## src/scurve_pkg.sv

```systemverilog
`default_nettype none

package scurve_pkg;

    //////////////////////////////
    // Field widths
    //////////////////////////////

    // Channels on the front-end ASIC
    localparam int NUM_CHN = 64;

    // Threshold DAC resolution
    localparam int DAC_W = 10;
    // Enough bits to index every channel
    localparam int CHN_W = $clog2(NUM_CHN);
    // Trigger counts and window length
    localparam int COUNT_W = 16;
    // USB data path word
    localparam int USB_W = 16;

    //////////////////////////////
    // Vector types
    //////////////////////////////

    typedef logic [DAC_W-1:0]   dac_code_t;
    typedef logic [CHN_W-1:0]   chn_idx_t;
    // One-hot Ctest injection select
    typedef logic [NUM_CHN-1:0] chn_mask_t;
    // Also the type of the window length, so a count cannot overflow
    typedef logic [COUNT_W-1:0] count_t;
    typedef logic [USB_W-1:0]   usb_word_t;

    // One point of the sweep, laid out as the header word
    typedef struct packed {
        chn_idx_t  channel;
        dac_code_t dac;
    } scan_step_t;

    //////////////////////////////
    // State machines
    //////////////////////////////

    typedef enum logic [2:0] {
        seq_idle, seq_load, seq_wait_cfg, seq_count, seq_drain, seq_next, seq_done
    } seq_state_t;

    typedef enum logic {
        pk_idle, pk_send
    } pack_state_t;

endpackage

`default_nettype wire

```

## src/scurve_ext_window.sv

```systemverilog
`default_nettype none

module scurve_ext_window
    import scurve_pkg::*;
(
    input  wire         Clk,
    input  wire         reset_n,
    input  wire         clk_ext,
    input  wire         arm,
    input  wire count_t cpt_max,
    output logic        open,
    output logic        closed
);

    // Synchroniser stages plus one stage for edge detection
    logic   clk_s1;
    logic   clk_s2;
    logic   clk_s3;
    logic   rise;
    // Waiting for the first edge after arm
    logic   armed;
    // Edges seen since the window opened
    count_t edge_cnt;
    logic   last_edge;

    always_ff @(posedge Clk or negedge reset_n) begin
        if (!reset_n) begin
            clk_s1 <= 1'b0;
            clk_s2 <= 1'b0;
            clk_s3 <= 1'b0;
        end else begin
            clk_s1 <= clk_ext;
            clk_s2 <= clk_s1;
            clk_s3 <= clk_s2;
        end
    end

    // Synchronised rising edge of the external clock
    assign rise = clk_s2 & ~clk_s3;
    // The next edge is the cpt_max-th one after opening
    assign last_edge = (edge_cnt == cpt_max - count_t'(1));
    // Close strobe in the same cycle as the final edge
    assign closed = open & rise & last_edge;

    always_ff @(posedge Clk or negedge reset_n) begin
        if (!reset_n) begin
            armed    <= 1'b0;
            open     <= 1'b0;
            edge_cnt <= '0;
        end else if (arm) begin
            // New step, drop any window still running
            armed    <= 1'b1;
            open     <= 1'b0;
            edge_cnt <= '0;
        end else if (armed && rise) begin
            armed    <= 1'b0;
            open     <= 1'b1;
            edge_cnt <= '0;
        end else if (open && rise) begin
            if (last_edge) begin
                open <= 1'b0;
            end else begin
                edge_cnt <= edge_cnt + count_t'(1);
            end
        end
    end

endmodule

`default_nettype wire

```

## src/scurve_trig_counter.sv

```systemverilog
`default_nettype none

module scurve_trig_counter
    import scurve_pkg::*;
(
    input  wire    Clk,
    input  wire    reset_n,
    // Active-low discriminator output, asynchronous to Clk
    input  wire    trig_b,
    input  wire    arm,
    input  wire    open,
    output count_t count
);

    //////////////////////////////
    // Input synchroniser
    //////////////////////////////

    logic trig_s1;
    logic trig_s2;
    // Previous synchronised level
    logic trig_s3;
    logic fall;

    // Idle level of the trigger is high
    always_ff @(posedge Clk or negedge reset_n) begin
        if (!reset_n) begin
            trig_s1 <= 1'b1;
            trig_s2 <= 1'b1;
            trig_s3 <= 1'b1;
        end else begin
            trig_s1 <= trig_b;
            trig_s2 <= trig_s1;
            trig_s3 <= trig_s2;
        end
    end

    // High to low on the synchronised line
    assign fall = trig_s3 & ~trig_s2;

    //////////////////////////////
    // Edge counter
    //////////////////////////////

    // Cleared by arm, held after the window closes
    always_ff @(posedge Clk or negedge reset_n) begin
        if (!reset_n) begin
            count <= '0;
        end else if (arm) begin
            count <= '0;
        end else if (open && fall) begin
            count <= count + count_t'(1);
        end
    end

endmodule

`default_nettype wire

```

## src/scurve_sequencer.sv

```systemverilog
`default_nettype none

module scurve_sequencer
    import scurve_pkg::*;
(
    input  wire            Clk,
    input  wire            reset_n,
    input  wire            test_start,
    input  wire chn_idx_t  single_chn,
    input  wire            single_mode,
    input  wire            ctest_inject,
    input  wire dac_code_t dac_first,
    input  wire dac_code_t dac_last,
    input  wire            config_done,
    input  wire            closed,
    input  wire            busy,
    output logic           sc_param_load,
    output chn_mask_t      ctest_mask,
    output dac_code_t      dac_out,
    output logic           arm,
    output logic           capture,
    output scan_step_t     step,
    output logic           test_done
);

    seq_state_t state;

    // Start edge detection
    logic start_q1;
    logic start_q2;
    logic start_pulse;

    // Scan settings frozen at start
    logic      mode_single_q;
    logic      inject_q;
    dac_code_t dac_first_q;
    dac_code_t dac_last_q;

    // Current sweep point
    chn_idx_t  chn_q;
    dac_code_t dac_q;
    // Step in flight is the final one
    logic      last_q;

    always_ff @(posedge Clk or negedge reset_n) begin
        if (!reset_n) begin
            start_q1 <= 1'b0;
            start_q2 <= 1'b0;
        end else begin
            start_q1 <= test_start;
            start_q2 <= start_q1;
        end
    end

    assign start_pulse = start_q1 & ~start_q2;

    //////////////////////////////
    // Outputs to ASIC and packer
    //////////////////////////////

    // Load strobe is the single cycle spent in seq_load
    assign sc_param_load = (state == seq_load);
    // No injection mask when a single channel is driven from its input pin
    assign ctest_mask = (mode_single_q && !inject_q) ? '0 : chn_mask_t'(1) << chn_q;
    assign dac_out = dac_q;
    assign step = '{channel: chn_q, dac: dac_q};

    //////////////////////////////
    // Scan FSM
    //////////////////////////////

    always_ff @(posedge Clk or negedge reset_n) begin
        if (!reset_n) begin
            state         <= seq_idle;
            arm           <= 1'b0;
            capture       <= 1'b0;
            test_done     <= 1'b0;
            last_q        <= 1'b0;
            mode_single_q <= 1'b0;
            inject_q      <= 1'b0;
            dac_first_q   <= '0;
            dac_last_q    <= '0;
            chn_q         <= '0;
            dac_q         <= '0;
        end else begin
            // Strobes default low
            arm     <= 1'b0;
            capture <= 1'b0;
            case (state)
                seq_idle, seq_done: begin
                    if (start_pulse) begin
                        mode_single_q <= single_mode;
                        inject_q      <= ctest_inject;
                        dac_first_q   <= dac_first;
                        dac_last_q    <= dac_last;
                        chn_q         <= single_mode ? single_chn : '0;
                        dac_q         <= dac_first;
                        last_q        <= 1'b0;
                        test_done     <= 1'b0;
                        state         <= seq_load;
                    end
                end
                seq_load: begin
                    state <= seq_wait_cfg;
                end
                seq_wait_cfg: begin
                    if (config_done) begin
                        arm   <= 1'b1;
                        state <= seq_count;
                    end
                end
                seq_count: begin
                    if (closed) begin
                        capture <= 1'b1;
                        state   <= seq_next;
                    end
                end
                seq_next: begin
                    // Packer samples the old step on this same edge
                    if (dac_q >= dac_last_q) begin
                        if (mode_single_q || chn_q == chn_idx_t'(NUM_CHN - 1)) begin
                            last_q <= 1'b1;
                        end else begin
                            chn_q <= chn_q + chn_idx_t'(1);
                            dac_q <= dac_first_q;
                        end
                    end else begin
                        dac_q <= dac_q + dac_code_t'(1);
                    end
                    state <= seq_drain;
                end
                seq_drain: begin
                    // Busy drops with the last word of the step
                    if (!busy) begin
                        test_done <= last_q;
                        state     <= last_q ? seq_done : seq_load;
                    end
                end
                default: begin
                    state <= seq_idle;
                end
            endcase
        end
    end

endmodule

`default_nettype wire

```

## src/scurve_packer.sv

```systemverilog
`default_nettype none

module scurve_packer
    import scurve_pkg::*;
#(
    parameter int NUM_TRIG    = 3,
    parameter int USB_CREDITS = 4
) (
    input  wire                         Clk,
    input  wire                         reset_n,
    input  wire                         capture,
    input  wire scan_step_t             step,
    input  wire count_t [NUM_TRIG-1:0]  counts,
    input  wire                         usb_credit,
    output logic                        busy,
    output logic                        usb_wr_en,
    output usb_word_t                   usb_data
);

    // Credit counter must hold the full buffer depth
    localparam int CRD_W = $clog2(USB_CREDITS + 1);
    // Header plus one word per trigger
    localparam int IDX_W = $clog2(NUM_TRIG + 1);
    localparam logic [IDX_W-1:0] LAST_IDX = IDX_W'(NUM_TRIG);

    pack_state_t           state;
    scan_step_t            step_q;
    count_t [NUM_TRIG-1:0] counts_q;
    logic [IDX_W-1:0]      word_idx;
    logic [CRD_W-1:0]      credits;
    logic                  last_word;

    //////////////////////////////
    // Output words
    //////////////////////////////

    // A word goes out whenever one is pending and the consumer has room
    assign usb_wr_en = (state == pk_send) && (credits != '0);
    assign last_word = usb_wr_en && (word_idx == LAST_IDX);
    // Released in the cycle of the final word
    assign busy = (state == pk_send) && !last_word;

    always_comb begin
        if (word_idx == '0) begin
            usb_data = usb_word_t'(step_q);
        end else begin
            usb_data = usb_word_t'(counts_q[word_idx - IDX_W'(1)]);
        end
    end

    // Snapshot of the finished step
    always_ff @(posedge Clk) begin
        if (capture && state == pk_idle) begin
            step_q   <= step;
            counts_q <= counts;
        end
    end

    //////////////////////////////
    // Send FSM and credits
    //////////////////////////////

    always_ff @(posedge Clk or negedge reset_n) begin
        if (!reset_n) begin
            state    <= pk_idle;
            word_idx <= '0;
        end else begin
            case (state)
                pk_idle: begin
                    if (capture) begin
                        word_idx <= '0;
                        state    <= pk_send;
                    end
                end
                pk_send: begin
                    if (usb_wr_en) begin
                        if (word_idx == LAST_IDX) begin
                            state <= pk_idle;
                        end else begin
                            word_idx <= word_idx + IDX_W'(1);
                        end
                    end
                end
                default: begin
                    state <= pk_idle;
                end
            endcase
        end
    end

    // Return and spend in one cycle cancel out
    always_ff @(posedge Clk or negedge reset_n) begin
        if (!reset_n) begin
            credits <= CRD_W'(USB_CREDITS);
        end else begin
            case ({usb_credit, usb_wr_en})
                2'b10:   credits <= credits + CRD_W'(1);
                2'b01:   credits <= credits - CRD_W'(1);
                default: credits <= credits;
            endcase
        end
    end

endmodule

`default_nettype wire

```

## src/scurve_test_top.sv

```systemverilog
`default_nettype none

module scurve_test_top
    import scurve_pkg::*;
#(
    parameter int NUM_TRIG    = 3,
    parameter int USB_CREDITS = 4
) (
    input  wire                Clk,
    input  wire                reset_n,
    // Scan control
    input  wire                test_start,
    input  wire chn_idx_t      single_chn,
    input  wire                single_mode,
    input  wire                ctest_inject,
    input  wire dac_code_t     dac_first,
    input  wire dac_code_t     dac_last,
    input  wire count_t        cpt_max,
    // ASIC slow control
    input  wire                config_done,
    output logic               sc_param_load,
    output chn_mask_t          ctest_mask,
    output dac_code_t          dac_out,
    // ASIC pins
    input  wire                clk_ext,
    input  wire [NUM_TRIG-1:0] trig_b,
    // USB data path
    input  wire                usb_credit,
    output logic               usb_wr_en,
    output usb_word_t          usb_data,
    output logic               test_done
);

    logic                  arm;
    logic                  open;
    logic                  closed;
    logic                  capture;
    logic                  busy;
    scan_step_t            step;
    count_t [NUM_TRIG-1:0] counts;

    scurve_sequencer i_sequencer (
        .Clk           (Clk),
        .reset_n       (reset_n),
        .test_start    (test_start),
        .single_chn    (single_chn),
        .single_mode   (single_mode),
        .ctest_inject  (ctest_inject),
        .dac_first     (dac_first),
        .dac_last      (dac_last),
        .config_done   (config_done),
        .closed        (closed),
        .busy          (busy),
        .sc_param_load (sc_param_load),
        .ctest_mask    (ctest_mask),
        .dac_out       (dac_out),
        .arm           (arm),
        .capture       (capture),
        .step          (step),
        .test_done     (test_done)
    );

    // Counting window shared by all triggers
    scurve_ext_window i_window (
        .Clk     (Clk),
        .reset_n (reset_n),
        .clk_ext (clk_ext),
        .arm     (arm),
        .cpt_max (cpt_max),
        .open    (open),
        .closed  (closed)
    );

    // One counter per discriminator
    for (genvar g = 0; g < NUM_TRIG; g++) begin : g_trig
        scurve_trig_counter i_trig_counter (
            .Clk     (Clk),
            .reset_n (reset_n),
            .trig_b  (trig_b[g]),
            .arm     (arm),
            .open    (open),
            .count   (counts[g])
        );
    end

    scurve_packer #(
        .NUM_TRIG    (NUM_TRIG),
        .USB_CREDITS (USB_CREDITS)
    ) i_packer (
        .Clk        (Clk),
        .reset_n    (reset_n),
        .capture    (capture),
        .step       (step),
        .counts     (counts),
        .usb_credit (usb_credit),
        .busy       (busy),
        .usb_wr_en  (usb_wr_en),
        .usb_data   (usb_data)
    );

endmodule

`default_nettype wire

```

## config.mk

```make
export PLATFORM = sky130hd
export DESIGN_NAME = scurve_test_top
export DESIGN_NICKNAME = d
export VERILOG_FILES = /design/src/scurve_pkg.sv /design/src/scurve_ext_window.sv /design/src/scurve_trig_counter.sv /design/src/scurve_sequencer.sv /design/src/scurve_packer.sv /design/src/scurve_test_top.sv
export SDC_FILE = /design/constraint.sdc
export NUM_CORES = 1
export LEC_CHECK = 0
export ABC_AREA = 0
export BUFFER_PORTS_ARGS = -buffer_cell sky130_fd_sc_hd__buf_2
export CORE_UTILIZATION = 58
export CTS_CLUSTER_SIZE = 28
export DETAILED_ROUTE_END_ITERATION = 16
export GPL_ROUTABILITY_DRIVEN = 0
export MAX_ROUTING_LAYER = met4
export PLACE_DENSITY = 0.83
export RECOVER_POWER = 100
export SLEW_MARGIN = 30
export SYNTH_ARGS = -nofsm -noshare
export SYNTH_HDL_FRONTEND = slang
export SYNTH_SLANG_ARGS = --single-unit
```

## constraint.sdc

```tcl
create_clock -name Clk -period 3.69 [get_ports Clk]
set_input_delay 0.5535 -clock Clk [delete_from_list [all_inputs] [get_ports Clk]]
set_output_delay 0.5535 -clock Clk [all_outputs]
set_load 0.005 [all_outputs]
```

=== Word level (Yosys, flattened, before mapping) ===
Cells that the tools add are included.

* Add/subtract/negate cells: 11
* $lt $le $gt $ge: 2
* Equality and inequality tests: 23
* Shift operators: 1
* Muxes and demuxes: 54
* Bitwise gates (word level): 13
* Reductions and logical operators: 35

{| class="wikitable"
|+ Operator list
! kind !! count
|-
| two-way mux 16 bit || 12
|-
| adder 16 x 1 -> 16 bit (second input constant) || 4
|-
| two-way mux 64 bit || 1
|-
| << shifter 1 x 6 -> 64 bit (first input constant) || 1
|-
| binary-select mux 16 bit (select 2 bit) || 1
|-
| two-way mux 10 bit || 3
|-
| two-way mux 6 bit || 4
|-
| case mux 10 bit (2 select lines) || 1
|-
| case mux 3 bit (6 select lines) || 1
|-
| two-way mux 1 bit || 17
|-
| == test 16 bit || 1
|-
| subtractor 16 x 1 -> 16 bit (second input constant) || 1
|-
| two-way mux 3 bit || 5
|-
| nonzero test 2 bit || 7
|-
| != test 2 bit (second input constant) || 6
|-
| case mux 6 bit (2 select lines) || 1
|-
| AND reduction 4 bit || 3
|-
| adder 10 x 1 -> 10 bit (second input constant) || 1
|-
| >= comparator 10 bit || 1
|-
| logical AND 1 bit || 10
|-
| == test 3 bit (second input constant) || 3
|-
| AND reduction 3 bit || 3
|-
| nonzero test 3 bit || 3
|-
| != test 2 x 1 -> 1 bit (second input constant) || 4
|-
| other kinds (24) || 45
|}

* Register bits: 195
* Output and inout port bits: 93
* Logic and storage cells: 178

=== Longest topological paths before layout ===
Gate-level depths: netlist of the first run.

* Depth after elaboration: 7
* Depth in mapped cells: 11

=== Modules after synthesis ===
A second synthesis of the first run with hierarchy kept.

* Cells, all modules: 1008
* Area total of the unflattened synthesis: 10428.8 um^2

{| class="wikitable"
|+ Modules (own cells, without submodules)
! module !! times used !! cells an instance !! area an instance (um^2) !! sequential area each (um^2)
|-
| scurve_sequencer || 1 || 387 || 3153.0 || 1176.1
|-
| scurve_packer || 1 || 173 || 2895.3 || 2073.2
|-
| scurve_trig_counter at g_trig[0].i_trig_counter ... || 2 || 86 || 900.9 || 479.2
|-
| scurve_ext_window || 1 || 188 || 1639.1 || 525.5
|-
| scurve_trig_counter at g_trig[2].i_trig_counter || 1 || 88 || 939.7 || 479.2
|}

=== Least setup slack after synthesis of the first run ===
OpenSTA, ideal clock, no wires.

* Path type: in2reg
* From: in cpt_max[8]
* To: reg i_window.edge_cnt[0]
* Setup time: 0.138 ns
* Arrival time: 2.804 ns
* Required time: 3.552 ns
* Slack: 0.748 ns
* Stages on the path: 8
* Path through: or3_4 > or4_4 > or4b_4 > a31o_4 > o31ai_4 > buf_6 > xor2_2 > nor2_1

* Word-level cells in the longest chain between the ends: 4

{| class="wikitable"
|+ Ends and longest elaborated chain
! what !! line !! text
|-
| start, declared || scurve_test_top.sv:18 || <nowiki>input wire count_t cpt_max,</nowiki>
|-
| subtractor 16 x 1 -> 16 bit || scurve_ext_window.sv:41 || <nowiki>assign last_edge = (edge_cnt == cpt_max - count_t'(1));</nowiki>
|-
| == test 16 bit || scurve_ext_window.sv:41 ||
|-
| != test 3 bit (no source line) || -- ||
|-
| AND reduction 2 bit (no source line) || -- ||
|-
| end signal, assigned || scurve_ext_window.sv:63 || <nowiki>edge_cnt <= edge_cnt + count_t'(1);</nowiki>
|-
| end, declared || scurve_ext_window.sv:23 || <nowiki>count_t edge_cnt;</nowiki>
|}

No other way between the ends.
A chain may end at the register's enable or synchronous reset.

=== Final worst setup path of the first run ===
* From: reg i_packer.word_idx[0]
* To: out usb_data[0]

* Word-level cells in the longest chain between the ends: 4

{| class="wikitable"
|+ Ends and longest elaborated chain
! what !! line !! text
|-
| start, declared || scurve_packer.sv:29 || <nowiki>logic [IDX_W-1:0] word_idx;</nowiki>
|-
| start signal, assigned || scurve_packer.sv:80 || <nowiki>word_idx <= word_idx + IDX_W'(1);</nowiki>
|-
| subtractor 2 x 1 -> 2 bit || scurve_packer.sv:47 || <nowiki>usb_data = usb_word_t'(counts_q[word_idx - IDX_W'(1)]);</nowiki>
|-
| binary-select mux 16 bit (select 2 bit) || scurve_packer.sv:47 ||
|-
| two-way mux 16 bit (not written as such) || scurve_packer.sv:47 ||
|-
| two-way mux 16 bit (*) || scurve_packer.sv:44 || <nowiki>if (word_idx == '0) begin</nowiki>
|-
| end, declared || scurve_test_top.sv:30 || <nowiki>output usb_word_t usb_data,</nowiki>
|}

Mark *: on every way between the ends. The rest lies on a longest branch, timed or not. The select of a mux whose other input is x is not followed.

==> key figures, run 1 <==
Status
  • Status: complete, but fails checks
  • Violated checks: max-capacitance violations, max-slew violations

Timing
  • Hold Fails Final Rpt: 0
  • Worst-Margin Slew: 2.485 ns
  • Min Tclk post-route: 3.331 ns
  • Final hold slack: 0.2246 ns
  • Final worst path period share: 0.9028
  • Worst slew margin: -0.6565
  • Fmax achieved: 300.2 MHz
  • Skew final: 0.007346 ns
  • RSZ-0062 raised after global routing: false
  • Sum Neg Setup Slack: 0 ns
  • Final setup violation count: 0
  • Pins over their slew limit: 98

Layout
  • Filler cells: 1288
  • Reg area: 5213 um^2
  • Final Net Count: 1177
  • Multi-input gate area: 4347 um^2
  • Util after Layout: 0.6781
  • Share of layout cells above drive strength 1: 0.1577
  • ANT cells: 0
  • Area Overhead vs Synth: 13.78%

Critical path
  • FF-to-FF path depth: 4
  • Critical path peak fanout: 17
  • Worst flop-to-flop path endpoint: i_window.edge_cnt[6]
  • Reg2reg setup slack: 0.69 ns
  • Crit start category: flop
  • Crit path DAT: 2.78 ns
  • WS Path Type: flop to primary output
  • CP Capture Type: primary output
  • Crit Reg-Reg Startpoint: i_sequencer.arm
  • Worst EP required: 3.14 ns

Synthesis
  • Synth cell types: 69
  • Netlist Area Pre-Place: 9918 um^2
  • Most used DFF post-synth: dfrtp_1
  • Sequential area share after synthesis: 0.5255
  • Synth Area in Adders: 0.03482
  • Top post-synthesis cells by area: dfrtp_1 (31%), edfxtp_1 (19%), nor2_1 (5.8%), ha_1 (3.3%), xor2_1 (3.3%)
  • Post-synth top cells: nor2_1 (154), dfrtp_1 (121), nand2_1 (77)
  • Async set-or-reset flop fraction in the synthesized netlist: 0.6718
  • Post-synth net total: 1046
  • Largest family of logic cells by synthesized area: simple AND/OR/NAND/NOR gates
  • Area leader, netlist: dfrtp_1
  • EDFF count, synth: 64
  • Synth Area in XOR/XNOR: 0.06080
  • Mux contribution to synthesized area: 0.04844
  • Most common cell in the netlist: nor2_1
  • Share of Yosys cell area claimed by the top area cell type: 0.3053
  • FF+latch count, synth: 195
  • Post-synthesis cell count: 966
  • Yosys warns: 0
  • Complex-gate fraction of the synthesized area: 0.1036
  • Simple-gate portion of the synthesized area: 0.1925
  • Synthesized area per cell: 10.27 um^2

Route
  • Routed WL: 21450 um
  • Drt wl/cell: 16.13 um
  • DR WL met3: 918 um
  • Metal-1 WL: 9255 um
  • Uppermost routed layer: met4
  • Vias per inst: 5.729
  • Routed Antenna Nets: 0
  • Initial DRC Count: 479
  • Post-route DRC: 0
  • Metal2 WL: 10940 um
  • Initial DRT Pass Iterations: 5
  • Via count: 7619

Min path
  • Hold path depth: 1
  • Worst Hold Launch: trig_b[1]
  • Min-Delay Endpoint: g_trig[1].i_trig_counter.trig_s1
  • Hold Path Class: input port to flop

Floorplan
  • Core ar.: 16640 um^2
  • DIE AREA: 17630 um^2
  • Row count: 47
  • Width of the die: 132.8 um
  • Die Span Y: 132.8 um
  • Ports: 146
  • Initial Utilization: 0.5960

Power and ir drop
  • Maximum vdd drop: 0.3714 mV
  • P_leak: 4.763 nW
  • Power Total: 4.826 mW
  • PwrDens: 427.6 nW/um^2

Clock tree
  • # H-tree levels: 4
  • Clock Tree Buf Depth: 2
  • Post CTS Setup Buffer Count: 0
  • Clk_lat worst skew: 0.43 ns
  • CTS Buf Count: 17
  • Clk sinks: 195
  • Root buf cell: clkbuf_16
  • TritonCTS clock tree: yes
  • Hold buffers post-CTS: 0
  • Clock-pin transition on the worst setup and hold timing paths: 0.06 ns
  • Post-CTS Resized: 0

GRT
  • Global-route wire length before repair: 35450 um
  • Initial antenna violation count: 0
  • Gr ovfl total: 0
  • Gr usage total: 0.2633
  • Number of global-route vias before repair: 7228
  • Largest net degree at the start of global routing: 88

Flow run
  • Max cap viols: 2

Place
  • Dpl hpwl: 15050 um
  • PortBufs: 145
-- routing by layer --
metal,up-vias,global-route usage
met4,0,0.07982
met1,3718,0.3373
met3,32,0.04406
li1,3657,-
met2,212,0.4313
met5,-,-
-- metrics by stage --
step           cells  instance area, um^2  setup WS, ns
4_1_cts         1330                11410        0.4802
3_5_place_dp    1298                10800        0.4742
6_report        1330                11280        0.3588
5_1_grt         1330                11280        0.2106
3_3_place_gp    1298                10800        0.5357
2_1_floorplan    966                 9918        0.7483
-- final cells by class --
type | count | share of cell area
clock inverter | 2 | 0.003326
sequential | 195 | 0.4619
multi-input combinational | 693 | 0.3852
timing repair buffer | 156 | 0.06387
inverter | 34 | 0.01131
clock buffer | 30 | 0.05001
tap | 220 | 0.02439
-- worst max path at each step --
stage                                    start                   end  slack, ns  depth (start not counted)
after global routing      i_packer.word_idx[0]           usb_data[0]       0.21                          9
after CTS                 i_packer.word_idx[0]           usb_data[0]       0.48                          9
after floorplan                     cpt_max[8]  i_window.edge_cnt[0]       0.75                          8
after global placement              cpt_max[0]         i_window.open       0.54                         11
final                     i_packer.word_idx[0]           usb_data[0]       0.36                          9
after detailed placement            cpt_max[0]         i_window.open       0.47                         11
-- critical path: stages (launching register included) --
cell      delay, ns
dfrtp_1        0.43
clkinv_1       0.08
clkbuf_2       0.26
ha_2           0.41
buf_4          0.30
mux2i_1        0.13
nor2_1         0.13
a21oi_1        0.06
o21ai_0        0.39
buf_1          0.16
-- registers in the layout, indices dropped and copies added, names as in the netlist, 2 cells and up --
register                       count
g_trig.i_trig_counter.trig_s2      3
i_window.edge_cnt                 16
i_packer.credits                   3
i_sequencer.dac_first_q           10
i_packer.counts_q                 48
i_sequencer.chn_q                  6
g_trig.i_trig_counter.count       48
g_trig.i_trig_counter.trig_s3      3
i_packer.step_q                   16
g_trig.i_trig_counter.trig_s1      3
i_packer.word_idx                  2
i_sequencer.dac_out               10
i_sequencer.state                  3
i_sequencer.dac_last_q            10
-- power breakdown --
part | internal [mW] | switching [mW]
clock network | 1.10 | 0.730
logic | 0.205 | 0.238
registers | 2.39 | 0.171
-- cell usage in the layout, fill, tap and decap left out, types with 7 or more instances in the layout --
cell         n
inv_1       33
edfxtp_1    64
clkbuf_2    21
nor3_1      22
nand2_1     77
xnor2_1     30
clkbuf_8     9
and2_1       8
a21oi_1     42
nand3_1     32
a31oi_1      8
o21ai_0     48
xor2_1      37
clkbuf_16   17
mux2i_1     21
dfstp_2      7
nor2_1     154
dfrtp_1    121
nor4_1       8
ha_1        25
o221a_2      9
nor2b_1     15
and3_1      20
buf_2       62
or3_1       17
mux2_2      23
clkbuf_1    69
nand4_1     13
-- logic make-up after synthesis --
| kind of cell | after synthesis |
|---|---|
| fa+ha+maj | 27 |
| mux | 45 |
| flops | 195 |
| xor+xnor | 68 |
| simple gates | 398 |
| compound gates | 155 |
| buf+inv | 78 |
Note: power is estimated with default switching activity, not from simulation.
==> run 2, diff against run 1 <==
--- a/config.mk
+++ b/config.mk
@@ -7,12 +7,13 @@
 export LEC_CHECK = 0
 export ABC_AREA = 0
 export BUFFER_PORTS_ARGS = -buffer_cell sky130_fd_sc_hd__buf_2
+export CORE_MARGIN = 2
 export CORE_UTILIZATION = 58
 export CTS_CLUSTER_SIZE = 28
 export DETAILED_ROUTE_END_ITERATION = 16
 export GPL_ROUTABILITY_DRIVEN = 0
 export MAX_ROUTING_LAYER = met4
-export PLACE_DENSITY = 0.83
+export PLACE_DENSITY = 0.84
 export RECOVER_POWER = 100
 export SLEW_MARGIN = 30
 export SYNTH_ARGS = -nofsm -noshare
==> key figures, run 2 (synthesis gave the netlist of run 1 again) <==
Status
  • Status: complete, but fails checks (unchanged)
  • Violated checks: max-capacitance violations, max-slew violations (unchanged)

GRT
  • Gr ovfl total: 0 (unchanged)
  • Largest net degree at the start of global routing: 63 (was 88)
  • Initial antenna violation count: 0 (unchanged)
  • Gr usage total: 0.2563 (was 0.2633)
  • Number of global-route vias before repair: 7465 (was 7228)
  • Global-route wire length before repair: 35850 um (was 35450 um)

Route
  • Drt wl/cell: 16.62 um (was 16.13 um)
  • Routed Antenna Nets: 0 (unchanged)
  • Routed WL: 22110 um (was 21450 um)
  • Vias per inst: 5.763 (was 5.729)
  • Via count: 7665 (was 7619)
  • Initial DRC Count: 684 (was 479)
  • Post-route DRC: 0 (unchanged)
  • Initial DRT Pass Iterations: 5 (unchanged)

Critical path
  • CP Capture Type: primary output (unchanged)
  • Critical path peak fanout: 17 (unchanged)
  • Worst EP required: 3.14 ns (about the same)
  • Crit Reg-Reg Startpoint: i_sequencer.dac_out[0] (was i_sequencer.arm)
  • CP most frequent cell: buf_4
  • Slowest-stage cell, CP: dfrtp_1 (unchanged)
  • WS Path Type: flop to primary output (unchanged)
  • FF-to-FF path depth: 11 (was 4)
  • Crit start category: flop (unchanged)
  • Crit path DAT: 2.63 ns (was 2.78 ns)
  • Worst flop-to-flop path endpoint: i_sequencer.dac_out[1] (was i_window.edge_cnt[6])
  • Crit path cell chain: clkinv_1, buf_4, ha_2, buf_4, mux2i_1, nor2_1, a21oi_1, o21ai_0, clkbuf_1 (was clkinv_1, clkbuf_2, ha_2, buf_4, mux2i_1, nor2_1, a21oi_1, o21ai_0, buf_1)
  • Reg2reg setup slack: 0.57 ns (was 0.69 ns)
  • Slowest stage delay, CP: 0.43 ns (about the same)
  • CP bufs+invs: 4 (unchanged)
  • CP top delay family: buffers and inverters (unchanged)

Timing
  • Final worst path period share: 0.8636 (was 0.9028)
  • Final setup violation count: 0 (unchanged)
  • Pins over their slew limit: 140 (was 98)
  • Sum Neg Setup Slack: 0 ns (unchanged)
  • Worst slew margin: -0.4809 (was -0.6565)
  • Hold Fails Final Rpt: 0 (unchanged)
  • Fmax achieved: 313.8 MHz (was 300.2 MHz)
  • Worst Slack Setup Final: 0.5032 ns (was 0.3588 ns)
  • RSZ-0062 raised after global routing: false (unchanged)
  • Skew final: 0.006230 ns (was 0.007346 ns)
  • Min Tclk post-route: 3.187 ns (was 3.331 ns)
  • Worst-Margin Slew: 2.221 ns (was 2.485 ns)

Floorplan
  • Initial Utilization: 0.5960 (unchanged)
  • Die Span Y: 134.8 um (was 132.8 um)
  • Row count: 47 (unchanged)
  • Ports: 146 (unchanged)
  • DIE AREA: 18160 um^2 (was 17630 um^2)
  • Width of the die: 134.8 um (was 132.8 um)
  • Core ar.: 16640 um^2 (unchanged)

Clock tree
  • Clk sinks: 195 (unchanged)
  • CTS Buf Count: 17 (unchanged)
  • Clock Tree Buf Depth: 2 (unchanged)
  • Clock-pin transition on the worst setup and hold timing paths: 0.07 ns (was 0.06 ns)
  • Post CTS Setup Buffer Count: 0 (unchanged)
  • # H-tree levels: 4 (unchanged)
  • Root buf cell: clkbuf_16 (unchanged)
  • TritonCTS clock tree: yes (unchanged)
  • Clk_lat worst skew: 0.43 ns (about the same)
  • Post-CTS Resized: 0 (unchanged)
  • Hold buffers post-CTS: 0 (unchanged)

Min path
  • Hold Path Class: input port to flop (unchanged)
  • Hold path depth: 1 (unchanged)
  • Min-Delay Endpoint: g_trig[1].i_trig_counter.trig_s1 (unchanged)
  • Worst Hold Launch: trig_b[1] (unchanged)

Power and ir drop
  • P_leak: 4.712 nW (was 4.763 nW)
  • Maximum vdd drop: 0.3942 mV (was 0.3714 mV)
  • Power Total: 4.935 mW (was 4.826 mW)
  • PwrDens: 438.2 nW/um^2 (was 427.6 nW/um^2)

Place
  • PortBufs: 145 (unchanged)
  • Pre-CTS setup slack: 0.5067 ns (was 0.4742 ns)
  • Dpl hpwl: 15350 um (was 15050 um)

Layout
  • Share of layout cells above drive strength 1: 0.1514 (was 0.1577)
  • Most frequent cells in the layout: nor2_1 (154), dfrtp_1 (121), clkbuf_1 (82) (was nor2_1 (154), dfrtp_1 (121), nand2_1 (77))
  • Most common cell after layout, fill and taps aside: nor2_1 (unchanged)
  • Area Overhead vs Synth: 13.55% (was 13.78%)
  • Final Net Count: 1177 (unchanged)
  • Largest regs: g_trig.i_trig_counter.count: 48 flops, i_packer.counts_q: 48 flops (unchanged)
  • ANT cells: 0 (unchanged)

Flow run
  • Max cap viols: 3 (was 2)
-- run 2: stage by stage --
step	instance area, um^2	hold slack [ns]	cells	util
final	11260	0.2144	1330	0.6767
after global routing	11260	0.1976	1330	0.6767
after CTS	11420	0.2032	1330	0.6860
after detailed placement	10790	0.3470	1298	0.6484
after global placement	10790	0.3320	1298	0.6484
after floorplan	9918	0.2579	966	-
-- run 2: how the worst max path moves through the flow --
stage               slack (ns)               endpoint  cells after the start            startpoint
floorplan                 0.75   i_window.edge_cnt[0]                      8            cpt_max[8]
global placement          0.57   i_window.edge_cnt[8]                     12            cpt_max[0]
detailed placement        0.51   i_window.edge_cnt[9]                     10            cpt_max[0]
CTS                       0.49            usb_data[0]                      9  i_packer.word_idx[0]
global route              0.18  i_window.edge_cnt[13]                     11            cpt_max[0]
finish                    0.50            usb_data[0]                      9  i_packer.word_idx[0]
-- run 2: layout make-up --
| cell class | count | area, um^2 |
|---|---|---|
| clock buffers | 18 | 439.2 |
| clock inverters | 14 | 185.2 |
| flip-flops and latches | 195 | 5213 |
| repair buffers | 156 | 685.7 |
| well taps | 220 | 275.3 |
| multi-input cells | 693 | 4337 |
| inverters | 34 | 127.6 |
| fillers | 1299 | 5380 |
-- run 2: power breakdown --
part           internal [mW]  switching, mW
registers               2.39          0.169
clock network           1.15          0.790
logic                  0.203          0.238
total                   3.74           1.20
-- run 2: routing by layer --
metal / wire length, um / up-vias / track usage
met1: 9413 / 3733 / 0.3311
met4: 545 / 0 / 0.09415
met3: 986 / 47 / 0.04730
met5: 0 / - / -
li1: - / 3652 / -
met2: 11170 / 233 / 0.4083
